<file path="src/rtl/rdc_meta_if.sv">
`timescale 1ns/1ps
`default_nettype none

// generic valid/ready channel.
interface rdc_meta_if #(
  parameter type payload_t = logic
);

  logic     valid;  // held until accepted.
  logic     ready;
  payload_t data;   // stable while valid.

  modport src (
    output valid,
    output data,
    input  ready
  );

  modport snk (
    input  valid,
    input  data,
    output ready
  );

endinterface

`default_nettype wire

</file>
<file path="src/rtl/rdc_fifo.sv">
`timescale 1ns/1ps
`default_nettype none

module rdc_fifo #(
  parameter type payload_t = logic,
  parameter int  depth     = 4
) (
  input  logic    aclk,
  input  logic    rst_n,
  rdc_meta_if.snk s,
  rdc_meta_if.src m
);

  localparam int ptr_bits = (depth > 1) ? $clog2(depth) : 1;

  payload_t            mem [depth];  // ring storage.
  logic [ptr_bits-1:0] wr_ptr;
  logic [ptr_bits-1:0] rd_ptr;
  logic [ptr_bits:0]   count;        // number of entries held.
  logic                push;
  logic                pop;

  // **************************************************
  // handshakes.
  // **************************************************
  assign s.ready = (count != (ptr_bits + 1)'(depth));  // low when full.
  assign m.valid = (count != '0);
  assign m.data  = mem[rd_ptr];  // registered head entry.

  assign push = s.valid & s.ready;
  assign pop  = m.valid & m.ready;

  always_ff @(posedge aclk) begin
    if (push) mem[wr_ptr] <= s.data;
  end

  // **************************************************
  // pointers and count.
  // **************************************************
  always_ff @(posedge aclk or negedge rst_n) begin
    if (!rst_n) begin
      wr_ptr <= '0;
      rd_ptr <= '0;
      count  <= '0;
    end else begin
      if (push) wr_ptr <= (wr_ptr == ptr_bits'(depth - 1)) ? '0 : wr_ptr + 1'b1;
      if (pop)  rd_ptr <= (rd_ptr == ptr_bits'(depth - 1)) ? '0 : rd_ptr + 1'b1;
      case ({push, pop})
        2'b10:   count <= count + 1'b1;
        2'b01:   count <= count - 1'b1;
        default: count <= count;  // idle or both.
      endcase
    end
  end

  // occupancy bound.
  a_count_bound : assert property (@(posedge aclk) disable iff (!rst_n)
    count <= (ptr_bits + 1)'(depth));

endmodule

`default_nettype wire

</file>
<file path="src/flat_wrapper.sv">
// flat-port wrapper written by rule: the top's interface ports become plain ports
module rdc_fifo_flat 
#(
  parameter type payload_t = logic,
  parameter int  depth     = 4
)
  (aclk, rst_n, s_valid, s_data, s_ready, m_valid, m_data, m_ready);
  rdc_meta_if #(.payload_t(payload_t)) s_i ();
  rdc_meta_if #(.payload_t(payload_t)) m_i ();
  input  logic aclk;
  input  logic rst_n;
  input wire logic [$bits(s_i.valid)-1:0] s_valid;
  input wire logic [$bits(s_i.data)-1:0] s_data;
  output wire logic [$bits(s_i.ready)-1:0] s_ready;
  output wire logic [$bits(m_i.valid)-1:0] m_valid;
  output wire logic [$bits(m_i.data)-1:0] m_data;
  input wire logic [$bits(m_i.ready)-1:0] m_ready;
  assign s_i.valid = s_valid;
  assign s_i.data = s_data;
  assign s_ready = s_i.ready;
  assign m_valid = m_i.valid;
  assign m_data = m_i.data;
  assign m_i.ready = m_ready;
  rdc_fifo #(.payload_t(payload_t), .depth(depth)) u_core (.aclk(aclk), .rst_n(rst_n), .s(s_i), .m(m_i));
endmodule
</file>
<file path="config.mk">
export PLATFORM = sky130hd
export DESIGN_NAME = rdc_fifo_flat
export DESIGN_NICKNAME = d
export VERILOG_FILES = /design/src/rtl/rdc_meta_if.sv /design/src/rtl/rdc_fifo.sv /design/src/flat_wrapper.sv
export SDC_FILE = /design/constraint.sdc
export NUM_CORES = 1
export LEC_CHECK = 0
export BUFFER_PORTS_ARGS = -buffer_cell sky130_fd_sc_hd__clkbuf_2
export CAP_MARGIN = 15
export CORE_MARGIN = 2
export CORE_UTILIZATION = 45
export DETAILED_ROUTE_END_ITERATION = 6
export GPL_TIMING_DRIVEN = 0
export PLACE_DENSITY = 0.63
export SLEW_MARGIN = 20
export SYNTH_ARGS = -nofsm -noshare
export SYNTH_HDL_FRONTEND = slang
export SYNTH_SLANG_ARGS = --single-unit
</file>
<file path="constraint.sdc">
create_clock -name aclk -period 2.5 [get_ports aclk]
set_input_delay 0.25 -clock aclk [delete_from_list [all_inputs] [get_ports aclk]]
set_output_delay 0.25 -clock aclk [all_outputs]
set_load 0.02 [all_outputs]
</file>
# Word level (Yosys, flattened, before mapping)
# Memories as Yosys holds them, arrays and structs flattened.
# Index checks and enable logic that the tools add are counted.
word_totals:
  reg_bits: 7
  ramBits: 4
  in_bits: 5
  n_memories: 1
memory_table:
  columns: ["name", "depth", "word_bits", "read_ports", "rd_ports_with_merged_regs", "write_ports", "line_no", "source"]
  rows:
  - ["u_core.mem", 4, 1, 1, 0, 1, "rdc_fifo.sv:16", "payload_t mem [depth];"]
op_classes:
  addsub: 4
  eq_ne: 5
  n_mux: 5
  n_bitwise: 2
  reduce_logical: 2
op_table:
  columns: ["op", "count"]
  rows:
  - ["$eq 2x2->1 const B", 3]
  - ["$pmux 3 s2", 1]
  - ["$add 2x1->2 const B", 2]
  - ["$mux 2", 2]
  - ["$add 3x1->3 const B", 1]
  - ["$ne 3x3->1 const B", 1]
  - ["$reduce_bool 3->1", 1]
  - ["$sub 3x1->3 const B", 1]
  - ["$and 1x1->1", 2]
  - ["$eq 2x1->1 const B", 1]
  - ["$mux 1", 2]
  - ["$reduce_bool 2->1", 1]

# Logic depth before layout (Yosys ltp)
# Gate-level depths: netlist of the first run.
depth:
  word_depth: 4
  mapped_depth: 9
  ltp_nobuf: 9

# Worst setup path before layout of the first run
# Ideal clock, no wire load.
synth_path:
  path_type: "reg2reg"
  start: "register u_core.count[0]"
  end: "register u_core.count[2]"
  arrival_ps: 2032
  required_time_ps: 2421
  setup_slack_ps: 389
  stages_incl_launch_ff: 10
  n_path_buf: 0
  period_less_slack_ps: 2111
  cell_sequence: "dfrtp_1 > or3b_4 > and2_4 > inv_1 > ha_1 > inv_1 > fa_1 > xor2_1 > nor2_1 > xor2_1"
synth_via:
  elab_chain_cells: 4
synth_lines:
  columns: ["item", "line_no", "source"]
  rows:
  - ["from (decl)", "rdc_fifo.sv:19", "logic [ptr_bits:0] count;"]
  - ["from (signal assigned)", "rdc_fifo.sv:49", "2'b10: count <= count + 1'b1;"]
  - ["from (signal assigned)", "rdc_fifo.sv:50", "2'b01: count <= count - 1'b1;"]
  - ["from (signal assigned)", "rdc_fifo.sv:51", "default: count <= count;"]
  - ["$ne 3x3->1 *", "rdc_fifo.sv:26", "assign s.ready = (count != (ptr_bits + 1)'(depth));"]
  - ["named net s_ready", "flat_wrapper.sv:14", "output wire logic [$bits(s_i.ready)-1:0] s_ready;"]
  - ["$and 1x1->1 *", "rdc_fifo.sv:30", "assign push = s.valid & s.ready;"]
  - ["$eq 2x1->1 or $eq 2x2->1 (tied branches)", "rdc_fifo.sv:48", "case ({push, pop})"]
  - ["$pmux 3 s2 or $reduce_bool 2->1 (tied branches)", null, null]
# The timed path passes the listed nets; every way through them passes the cells marked *.
# A chain may end at the register's enable or synchronous reset.

# Final worst setup path of the first run
layout_path:
  start: "register u_core.count[0]"
  end: "register u_core.count[2]"
layout_via:
  elab_chain_cells: 4
layout_lines:
  columns: ["item", "line_no"]
  rows:
  - ["$ne 3x3->1 or $reduce_bool 3->1 (tied branches)", "rdc_fifo.sv:26, rdc_fifo.sv:27"]
  - ["$and 1x1->1 (on tied branches)", "rdc_fifo.sv:30, rdc_fifo.sv:31"]
  - ["$eq 2x1->1 or $eq 2x2->1 (tied branches)", "rdc_fifo.sv:48"]
  - ["$pmux 3 s2 or $reduce_bool 2->1 (tied branches)", null]
# Parallel ways exist; a longest one is shown, timed or not.

==> flow_summary.toml, run 1 <==
[status]
outcome = "finished clean"

[worst_hold_path]
holdCritPathClass = "in2reg"

[timing]
rsz_0062_raised_after_global_routing = "no"
setup_viol = 0
hold_viol = 0
worst_rel_slew_slack_pct = 88.16
max_slew.worst_pin.slew_ns = 0.1776
min_period_over_period_pct = 87.37
maxClockFrequency_ghz = 0.4578
maxSlewViolCount = 0
fin_setup_tns_ns = 0
final.setup_skew_ns = 0.004322
final_period_minus_worst_setup_slack_ns = 2.184

[floorplanning]
io-pin-count = 8
core_region_area_um2 = 1269
die_h_um = 40.50
initial_core_util_pct = 47.24
fp.dieW_um = 40.50
placement_rows = 13
floorplan.die_area_um2 = 1640

[layout]
area_growth_pct = 15.03
fin_nets = 71
fillers = 116
final-instance-count-excl-fill = 73
n_antenna_cell = 0
drive_above_1_share_pct = 37.93
fin_area_um2 = 689.4
final_core_utilization_pct = 54.34

[synthesis]
syn_nets = 58
post_synth_xor_area_fraction_pct = 4.384
synthDominantAreaCellType = "dfrtp_1"
seq_area_frac_synth_pct = 49.27
netlist_area_um2 = 599.3
synth_warnings = 0
synth.avg_cell_area_um2 = 13.03
ys_types = 17
post_synth_and_or_nand_nor_area_fraction_pct = 12.73
synth_top_area_share_pct = 29.23
synthAdderAreaFrac_pct = 15.87
synth_compound_gate_area_share_pct = 0.8351
dominant_combinational_cell_family_by_area_after_synthesis = "adder cells"
syn-instance-count = 46
ys_top_cells_by_area = "dfrtp_1 (29%), edfxtp_1 (20%), ha_1 (13%)"
post_synthesis_mux_area_share_pct = 12.53
seq_cells_post_synth = 11

[setup_path]
critical_path.startpoint_type = "register"
timing.critical_path.buf_inv = 2
worstPathArrival_ns = 2.37
worst_path_largest_cell_delay_ns = 0.44
cp_data_required_time_ns = 2.68
worst_setup_path_end_kind = "register"
slowest_stage = "or3b_4"
crit_family = "simple AND/OR/NAND/NOR gates"
crit_type = "reg2reg"
path_max_fanout = 6
critical_path_cell_by_cell = "or3b_4 > and2_4 > inv_1 > ha_1 > inv_1 > fa_1 > xor2_1 > nor2_1 > xor2_1"

[clocking]
clock_latency_ns = 0.26
cts_clk_pin_slew_worst_paths_ns = 0.07
numCtsBuffers = 3
cts.repair.resized = 0
cts_sinks = 11
h-tree-depth = 1
ctsRootBufferMaster = "clkbuf_4"
clockBufferDepth = 2
postCtsSetupBuffers = 0
tritoncts = "built"

[grt]
grt_max_degree = 8
grt_overflow_total = 0
track_usage_pct = 12.27
antenna_found_initial = 0
grt_first_pass_wirelength_um = 1248
first_global_vias = 323

[placed_design]
dp_hpwl_um = 604.2
routabilityCongestion = 0.6749
io_buffers = 7
placedInstanceArea_um2 = 653.1
placedCellCount = 68

[routing]
wl_per_cell_um = 9.959
viasPerCell = 4.630
first_pass_iters = 1
met3_length_um = 22
initialDrtViolationCount = 0
met2RoutedLength_um = 338
route.final.wire_length_um = 727
drc = 0
detail_route.wirelength.met1_um = 366
drtAntennaViolNets = 0
via_count = 338
highest-signal-layer = "met3"

[power]
power-per-cell-area_nw_per_um2 = 1178
power.leakage_nw = 0.3386
vdd_ir_drop_max_mv = 0.4759

[flow_run]
maxCapViolCount = 0
registers in the layout, summed over array words and instances, names as in the netlist:
register / cells
u_core.count: 3
u_core.wr_ptr: 2
u_core.rd_ptr: 2
u_core.mem: 4
placed cells by master (no fill, tap or decap), types with 2 or more instances in the layout:
cell type	instances
and3_2	4
clkbuf_2	7
clkbuf_4	3
dfrtp_1	7
edfxtp_1	4
ha_1	6
inv_1	7
mux2_2	2
mux2_4	2
nand2_1	2
nor2_1	3
xor2_1	2
worst reg2reg max path, stage by stage, from the launching register on:
cell and delay, ns:
dfrtp_1 0.41, or3b_4 0.44, and2_4 0.19, inv_1 0.05, ha_1 0.17, inv_1 0.06, fa_1 0.37, xor2_1 0.15
nor2_1 0.11, xor2_1 0.16
what timing repair did:
action,4_1_cts,5_1_grt
endpoints found under the hold margin,7,0
endpoints found under the setup margin,0,0
hold buffers,1,0
cell type report:
type | instances | area, µm² | area share (%)
multi-input combinational | 28 | 277.8 | 40.29
tap | 15 | 18.77 | 2.722
timing repair buffer | 8 | 45.04 | 6.534
clock buffer | 4 | 26.28 | 3.811
sequential | 11 | 295.3 | 42.83
inverter | 7 | 26.28 | 3.811
metrics by stage:
step / hold slack (ns) / setup slack [ns] / power [W]
final: 0.2166 / 0.3157 / 0.0008118
after global routing: 0.2099 / 0.1871 / 0.0008968
after CTS: 0.2104 / 0.2994 / 0.0008269
after detailed placement: 0.09841 / 0.3228 / 0.0007090
after global placement: 0.09822 / 0.3329 / 0.0007012
after floorplan: -0.04559 / 0.3888 / 0.0006241
cell usage after synthesis:
cell / instances
inv_1: 7
o21ai_0: 1
and2_4: 1
and3_2: 4
nand2_1: 2
fa_1: 1
xnor2_1: 1
nor2_1: 3
mux2_4: 2
or3_2: 1
mux4_2: 1
xor2_1: 2
edfxtp_1: 4
dfrtp_1: 7
mux2_2: 2
or3b_4: 1
ha_1: 6
where the power goes:
group | internal (W) | leakage [nW] | switching, W
logic | 0.000201 | 0.204 | 0.000173
registers | 0.000264 | 0.119 | 0.0000606
clock network | 0.0000615 | 0.0150 | 0.0000518
total | 0.000527 | 0.339 | 0.000285
layer usage:
metal,vias to the layer above,global-route usage [%]
li1,179,-
met1,156,14.24
met3,0,6.667
met4,0,5.000
met2,3,18.65
met5,-,0
final timing paths:
check | slack (ns) | endpoint | startpoint | depth (start not counted)
max | 0.32 | u_core.count[2]$_DFFE_PN0P_ | u_core.count[0]$_DFFE_PN0P_ | 9
min reg2reg | 0.49 | u_core.count[2]$_DFFE_PN0P_ | u_core.count[2]$_DFFE_PN0P_ | 1
max in group asynchronous | 1.98 | u_core.rd_ptr[1]$_DFFE_PN0P_ | rst_n | 2
min in group asynchronous | 0.35 | u_core.count[1]$_DFFE_PN0P_ | rst_n | 2
min | 0.22 | u_core.mem[1]$_DFFE_PP_ | s_data | 1
max reg2reg | 0.32 | u_core.count[2]$_DFFE_PN0P_ | u_core.count[0]$_DFFE_PN0P_ | 9
cells by family (layout without fill, tap and decap cells):
family                     after synthesis  after routing
DFF                                     11             11
AOI/OAI and AO/OA                        1              1
adders and majority gates                7              7
xor gates and xnor gates                 3              3
and+or+nand+nor                         12             12
muxes                                    5              5
buffers and inverters                    7             19
Note: power is estimated with default switching activity, not from simulation.
==> inputs of run 2 (changes only) <==
--- a/config.mk
+++ b/config.mk
@@ -5,13 +5,13 @@
 export SDC_FILE = /design/constraint.sdc
 export NUM_CORES = 1
 export LEC_CHECK = 0
+export ABC_AREA = 1
 export BUFFER_PORTS_ARGS = -buffer_cell sky130_fd_sc_hd__clkbuf_2
 export CAP_MARGIN = 15
 export CORE_MARGIN = 2
 export CORE_UTILIZATION = 45
 export DETAILED_ROUTE_END_ITERATION = 6
-export GPL_TIMING_DRIVEN = 0
-export PLACE_DENSITY = 0.63
+export PLACE_DENSITY = 0.62
 export SLEW_MARGIN = 20
 export SYNTH_ARGS = -nofsm -noshare
 export SYNTH_HDL_FRONTEND = slang
==> flow_summary.toml, run 2 <==
[power]
power.leakage_nw = 0.3779
vdd_ir_drop_max_mv = 0.5999
power.share.combinational_pct = 47.1
power-per-cell-area_nw_per_um2 = 1168
p_seq_share_pct = 38.4
cellInternalPower_w = 0.0004800
sw_frac_of_total_pct = 43.59
power.clock.fraction_pct = 14.5
power_switching_w = 0.0003709

[timing]
setup_viol = 0
maxSlewViolCount = 0
final.setup_skew_ns = 0.006245
worst_rel_slew_slack_pct = 87.14
max_slew.worst_pin.slew_ns = 0.1929
min_period_over_period_pct = 68.01
maxClockFrequency_ghz = 0.5882
rsz_0062_raised_after_global_routing = "no"
layout_setup_ws_ns = 0.7998
fin_setup_tns_ns = 0
final_period_minus_worst_setup_slack_ns = 1.700
hold_viol = 0

[grt]
first_global_vias = 423
grt_max_degree = 8
grt_first_pass_wirelength_um = 1745
antenna_found_initial = 0
grt_overflow_total = 0
track_usage_pct = 14.02

[floorplanning]
initial_core_util_pct = 48.43
io-pin-count = 8
placement_rows = 13
fp.dieW_um = 41.66
die_h_um = 41.66
floorplan.die_area_um2 = 1735
core_region_area_um2 = 1318

[layout]
final_core_utilization_pct = 55.27
layout_commonest_cell = "nand2_1"
largest_register = "u_core.mem"
final-instance-count-excl-fill = 97
n_antenna_cell = 0
fillers = 126
area_growth_pct = 14.12
multiInputGateArea_um2 = 286.5
sequential_cell_area_um2 = 295.3
fin_nets = 95
drive_above_1_share_pct = 20.73
reg_top3 = "u_core.mem (4), u_core.count (3)"
final_cell_mix = "nand2_1 (16), inv_1 (12), clkbuf_2 (7), dfrtp_1 (7)"
largest_register_ff_count = 4

[synthesis]
seq_area_frac_synth_pct = 46.27
seq_cells_post_synth = 11
post_synthesis_mux_area_share_pct = 0
post_synth_xor_area_fraction_pct = 1.373
synth_flop_cell = "dfrtp_1"
async_reset_ff_share_pct = 63.64
synthAdderAreaFrac_pct = 14.90
synth_top_area_share_pct = 27.45
ys_types = 19
netlist_area_um2 = 638.1
synth_warnings = 0
dominant_combinational_cell_family_by_area_after_synthesis = "simple AND/OR/NAND/NOR gates"
synthDominantAreaCellType = "dfrtp_1"
ys_top_cells_by_count = "nand2_1 (16), inv_1 (12), dfrtp_1 (7)"
synth_most_common_cell = "nand2_1"
syn_nets = 82
synth_compound_gate_area_share_pct = 2.745
synth-edff-count = 4
syn-instance-count = 70
post_synth_and_or_nand_nor_area_fraction_pct = 25.88
synth.avg_cell_area_um2 = 9.116
ys_top_cells_by_area = "dfrtp_1 (27%), edfxtp_1 (19%), ha_1 (12%)"

[clocking]
cts.repair.resized = 0
cts_clk_pin_slew_worst_paths_ns = 0.07
clockBufferDepth = 2
clock_latency_ns = 0.27
h-tree-depth = 1
numCtsBuffers = 3
tritoncts = "built"
cts_sinks = 11
ctsRootBufferMaster = "clkbuf_4"

[placed_design]
routabilityCongestion = 0.7669
dp_hpwl_um = 722.9
placedCellCount = 92
pre_cts_ws_ns = 0.8110
io_buffers = 7

[routing]
drtAntennaViolNets = 0
initialDrtViolationCount = 2
drc = 0
route.final.wire_length_um = 919
via_count = 450
first_pass_iters = 2
wl_per_cell_um = 9.474
viasPerCell = 4.639

[setup_path]
regToRegSetupSlack_ns = 0.80
critical_path.startpoint_type = "register"
path_max_fanout = 4
rr_worst_depth = 11
worstPathArrival_ns = 1.87
cp_data_required_time_ns = 2.67
crit_type = "reg2reg"
worst_setup_path_end_kind = "register"
critical_path.reg2reg.endpoint = "u_core.count[2]$_DFFE_PN0P_"
reg2reg_from = "u_core.count[2]$_DFFE_PN0P_"

[status]
outcome = "finished clean"

[worst_hold_path]
worst_hold_path.num_cells = 1
hold-path-endpoint = "u_core.mem[2]$_DFFE_PP_"
hp-start = "s_data"
holdCritPathClass = "in2reg"

[flow_run]
maxCapViolCount = 0
## run 2: critical path: stages (launching register included)
cell and delay [ns]:
dfrtp_1 0.43, inv_2 0.07, nand3_2 0.11, nand2_2 0.07, inv_1 0.06, ha_1 0.16
inv_1 0.06, fa_1 0.37, nand2_1 0.10, nand3_1 0.07, nand2_1 0.06, nand2_1 0.04
## run 2: worst max path at each step
stage / startpoint / endpoint / slack (ns) / depth (start not counted)
3_5_place_dp: u_core.count[2]$_DFFE_PN0P_ / u_core.count[2]$_DFFE_PN0P_ / 0.81 / 11
5_1_grt: u_core.count[0]$_DFFE_PN0P_ / u_core.count[2]$_DFFE_PN0P_ / 0.66 / 10
4_1_cts: u_core.count[2]$_DFFE_PN0P_ / u_core.count[2]$_DFFE_PN0P_ / 0.79 / 11
2_1_floorplan: u_core.count[0]$_DFFE_PN0P_ / u_core.count[1]$_DFFE_PN0P_ / 0.81 / 8
3_3_place_gp: u_core.count[2]$_DFFE_PN0P_ / u_core.count[2]$_DFFE_PN0P_ / 0.81 / 11
6_report: u_core.count[2]$_DFFE_PN0P_ / u_core.count[2]$_DFFE_PN0P_ / 0.80 / 11
## run 2: metal layers
metal  GRT usage, %  share of wire [%]  wire, µm
met5              0                  0         0
met4          11.61                3.8        35
met3          5.217                2.9        27
met2          20.94                 44       400
met1          15.73                 50       455
## run 2: logic make-up after synthesis
family                     count (synthesis)
xor gates and xnor gates                   1
buffers and inverters                     15
DFF                                       11
and+or+nand+nor                           33
AOI/OAI and AO/OA                          3
adders and majority gates                  7
## run 2: area by class of cell
| type | count | share of cell area (%) |
|---|---|---|
| multi-input combinational | 44 | 39.35 |
| clock buffer | 4 | 3.608 |
| timing repair buffer | 8 | 6.186 |
| inverter | 15 | 7.732 |
| tap | 15 | 2.577 |
| sequential | 11 | 40.55 |
## run 2: stage by stage
step,area [µm²],power (W),hold WS [ns]
2_1_floorplan,638.1,0.0006442,-0.04559
4_1_cts,728.2,0.0008633,0.1919
3_3_place_gp,691.9,0.0007284,0.09874
5_1_grt,728.2,0.0009532,0.1956
3_5_place_dp,691.9,0.0007345,0.1026
6_report,728.2,0.0008508,0.1984
## run 2: power by group through the flow
stage	Combinational (W)	Sequential [W]	Clock, W
2_1_floorplan	0.000326	0.000318	0
3_3_place_gp	0.000399	0.000329	0
3_5_place_dp	0.000404	0.000331	0
4_1_cts	0.000409	0.000328	0.000127
5_1_grt	0.000478	0.000337	0.000138
6_report	0.000401	0.000327	0.000123
## run 2: timing repair
item,4_1_cts,5_1_grt
hold endpoints to repair,7,0
hold buffers,1,0
setup buffers,0,0
==> inputs of run 3 (changes only) <==
--- a/config.mk
+++ b/config.mk
@@ -11,7 +11,7 @@
 export CORE_MARGIN = 2
 export CORE_UTILIZATION = 45
 export DETAILED_ROUTE_END_ITERATION = 6
-export PLACE_DENSITY = 0.62
+export PLACE_DENSITY = 0.65
 export SLEW_MARGIN = 20
 export SYNTH_ARGS = -nofsm -noshare
 export SYNTH_HDL_FRONTEND = slang
==> constraint.sdc (replaced) <==
create_clock -name aclk -period 1.5 [get_ports aclk]
set_input_delay 0.15 -clock aclk [delete_from_list [all_inputs] [get_ports aclk]]
set_output_delay 0.15 -clock aclk [all_outputs]
set_load 0.02 [all_outputs]
==> flow_summary.toml, run 3 (synthesis gave the netlist of run 2 again) <==
[clocking]
cts_sinks = 11
tritoncts = "built"
ctsRootBufferMaster = "clkbuf_4"
clockBufferDepth = 2
numCtsBuffers = 3
h-tree-depth = 1
clock_latency_ns = 0.27
cts_clk_pin_slew_worst_paths_ns = 0.07

[timing]
whs_ns = 0.1009
worst_rel_slew_slack_pct = 85.56
rsz_0062_raised_after_global_routing = "yes"
final.setup_skew_ns = 0.002206
maxClockFrequency_ghz = 0.6247
setup_viol = 2
layout_setup_ws_ns = -0.1009
hold_viol = 0
maxSlewViolCount = 0
max_slew.worst_pin.slew_ns = 0.2166
min_period_over_period_pct = 106.7
final_period_minus_worst_setup_slack_ns = 1.601

[setup_path]
worst_setup_path_endpoint = "u_core.count[2]$_DFFE_PN0P_"
slowest_stage = "dfrtp_1"
regToRegSetupSlack_ns = -0.10
worstPathArrival_ns = 1.77
cp_data_required_time_ns = 1.66
crit_family = "adder cells"
critical_path.startpoint_type = "register"
critical_path.reg2reg.endpoint = "u_core.count[2]$_DFFE_PN0P_"
timing.critical_path.depth = 10
timing.critical_path.buf_inv = 3
worst_setup_path_end_kind = "register"
worst_path_largest_cell_delay_ns = 0.39
crit_path_frequent_cell = "inv_2"
worstSetupStartpoint = "u_core.count[0]$_DFFE_PN0P_"
path_max_fanout = 3
reg2reg_from = "u_core.count[0]$_DFFE_PN0P_"
critical_path_cell_by_cell = "inv_2 > nand3_4 > nand2_4 > ha_4 > inv_2 > fa_2 > inv_1 > nand2_1 > nand4_1 > nand2_2"
crit_type = "reg2reg"
rr_worst_depth = 10

[worst_hold_path]
holdCritPathClass = "in2reg"

[grt]
antenna_found_initial = 0
grt_first_pass_wirelength_um = 2021
grt_max_degree = 8
grt_overflow_total = 0
track_usage_pct = 15.38
first_global_vias = 502

[routing]
drtAntennaViolNets = 0
drc = 0
via_count = 500
viasPerCell = 4.587
wl_per_cell_um = 10.83
first_pass_iters = 4
initialDrtViolationCount = 21
route.final.wire_length_um = 1181

[layout]
reg_top3 = "u_core.mem (4), u_core.count (3)"
fin_nets = 107
n_antenna_cell = 0
drive_above_1_share_pct = 41.49
largest_register_ff_count = 4
layout_commonest_cell = "nand2_1"
final_core_utilization_pct = 65.15
area_growth_pct = 34.51
final_cell_mix = "nand2_1 (13), buf_4 (12), inv_1 (10), clkbuf_2 (7)"
largest_register = "u_core.mem"
fillers = 109

[floorplanning]
fp.dieW_um = 41.66
core_region_area_um2 = 1318
io-pin-count = 8
floorplan.die_area_um2 = 1735
placement_rows = 13
initial_core_util_pct = 48.43
die_h_um = 41.66

[placed_design]
routabilityCongestion = 0.7316
io_buffers = 7
dp_hpwl_um = 790.1
pre_cts_ws_ns = -0.09167

[flow_run]
maxCapViolCount = 0

[status]
failed_checks = "setup timing"
outcome = "complete, but fails checks"

[power]
power.leakage_nw = 0.4346
vdd_ir_drop_max_mv = 0.9104
power-per-cell-area_nw_per_um2 = 2084
-- run 3: cell types whose count changed in the layout (fill, tap and decap cells not counted), sizes merged --
cell and change:
buf +12
-- run 3: through the flow --
step	area [µm²]	total power [W]	instances	TNS (ns)
3_3_place_gp	767.0	0.001380	99	-0.1040
6_report	858.3	0.001788	109	-0.1646
2_1_floorplan	660.6	0.001132	70	-0.2159
4_1_cts	825.8	0.001678	106	-0.1019
5_1_grt	858.3	0.001953	109	-0.3195
3_5_place_dp	767.0	0.001415	99	-0.1521
-- run 3: power by group --
group	total (W)	internal (W)	leakage, nW	switching [W]
Sequential	0.000551	0.000436	0.121	0.000115
Clock	0.000206	0.000103	0.0150	0.000103
Combinational	0.00103	0.000498	0.299	0.000533
Total	0.00179	0.00104	0.435	0.000752
-- run 3: metal layers --
layer | GRT usage, % | share of wire, %
met1 | 18.77 | 46
met2 | 25.94 | 48
met3 | 2.609 | 3.6
met4 | 7.742 | 3.1
met5 | 0 | 0
-- run 3: how the worst min path moves through the flow --
stage                                   endpoint  slack [ns]  depth (start not counted)   start
finish                   u_core.mem[2]$_DFFE_PP_        0.10                          1  s_data
global route             u_core.mem[2]$_DFFE_PP_         0.1                          1  s_data
CTS                      u_core.mem[2]$_DFFE_PP_         0.1                          1  s_data
detailed placement  u_core.rd_ptr[1]$_DFFE_PN0P_        0.01                          1   rst_n
global placement    u_core.rd_ptr[1]$_DFFE_PN0P_       0.004                          1   rst_n
floorplan            u_core.count[0]$_DFFE_PN0P_       -0.15                          0   rst_n
-- run 3: area by class of cell --
| cell class | count | area, µm² | area share, % |
|---|---|---|---|
| clock buffer | 4 | 26.28 | 3.061 |
| inverter | 15 | 56.30 | 6.560 |
| multi-input combinational | 44 | 325.3 | 37.90 |
| sequential | 11 | 296.5 | 34.55 |
| tap | 15 | 18.77 | 2.187 |
| timing repair buffer | 20 | 135.1 | 15.74 |
-- run 3: what timing repair did --
action | 4_1_cts | 5_1_grt
hold buffers | 1 | 0
gates resized for setup | 3 | 4
setup endpoints to repair | 2 | 2
endpoints found under the hold margin | 7 | 0
setup buffers | 2 | 3
pin swaps | 1 | 5
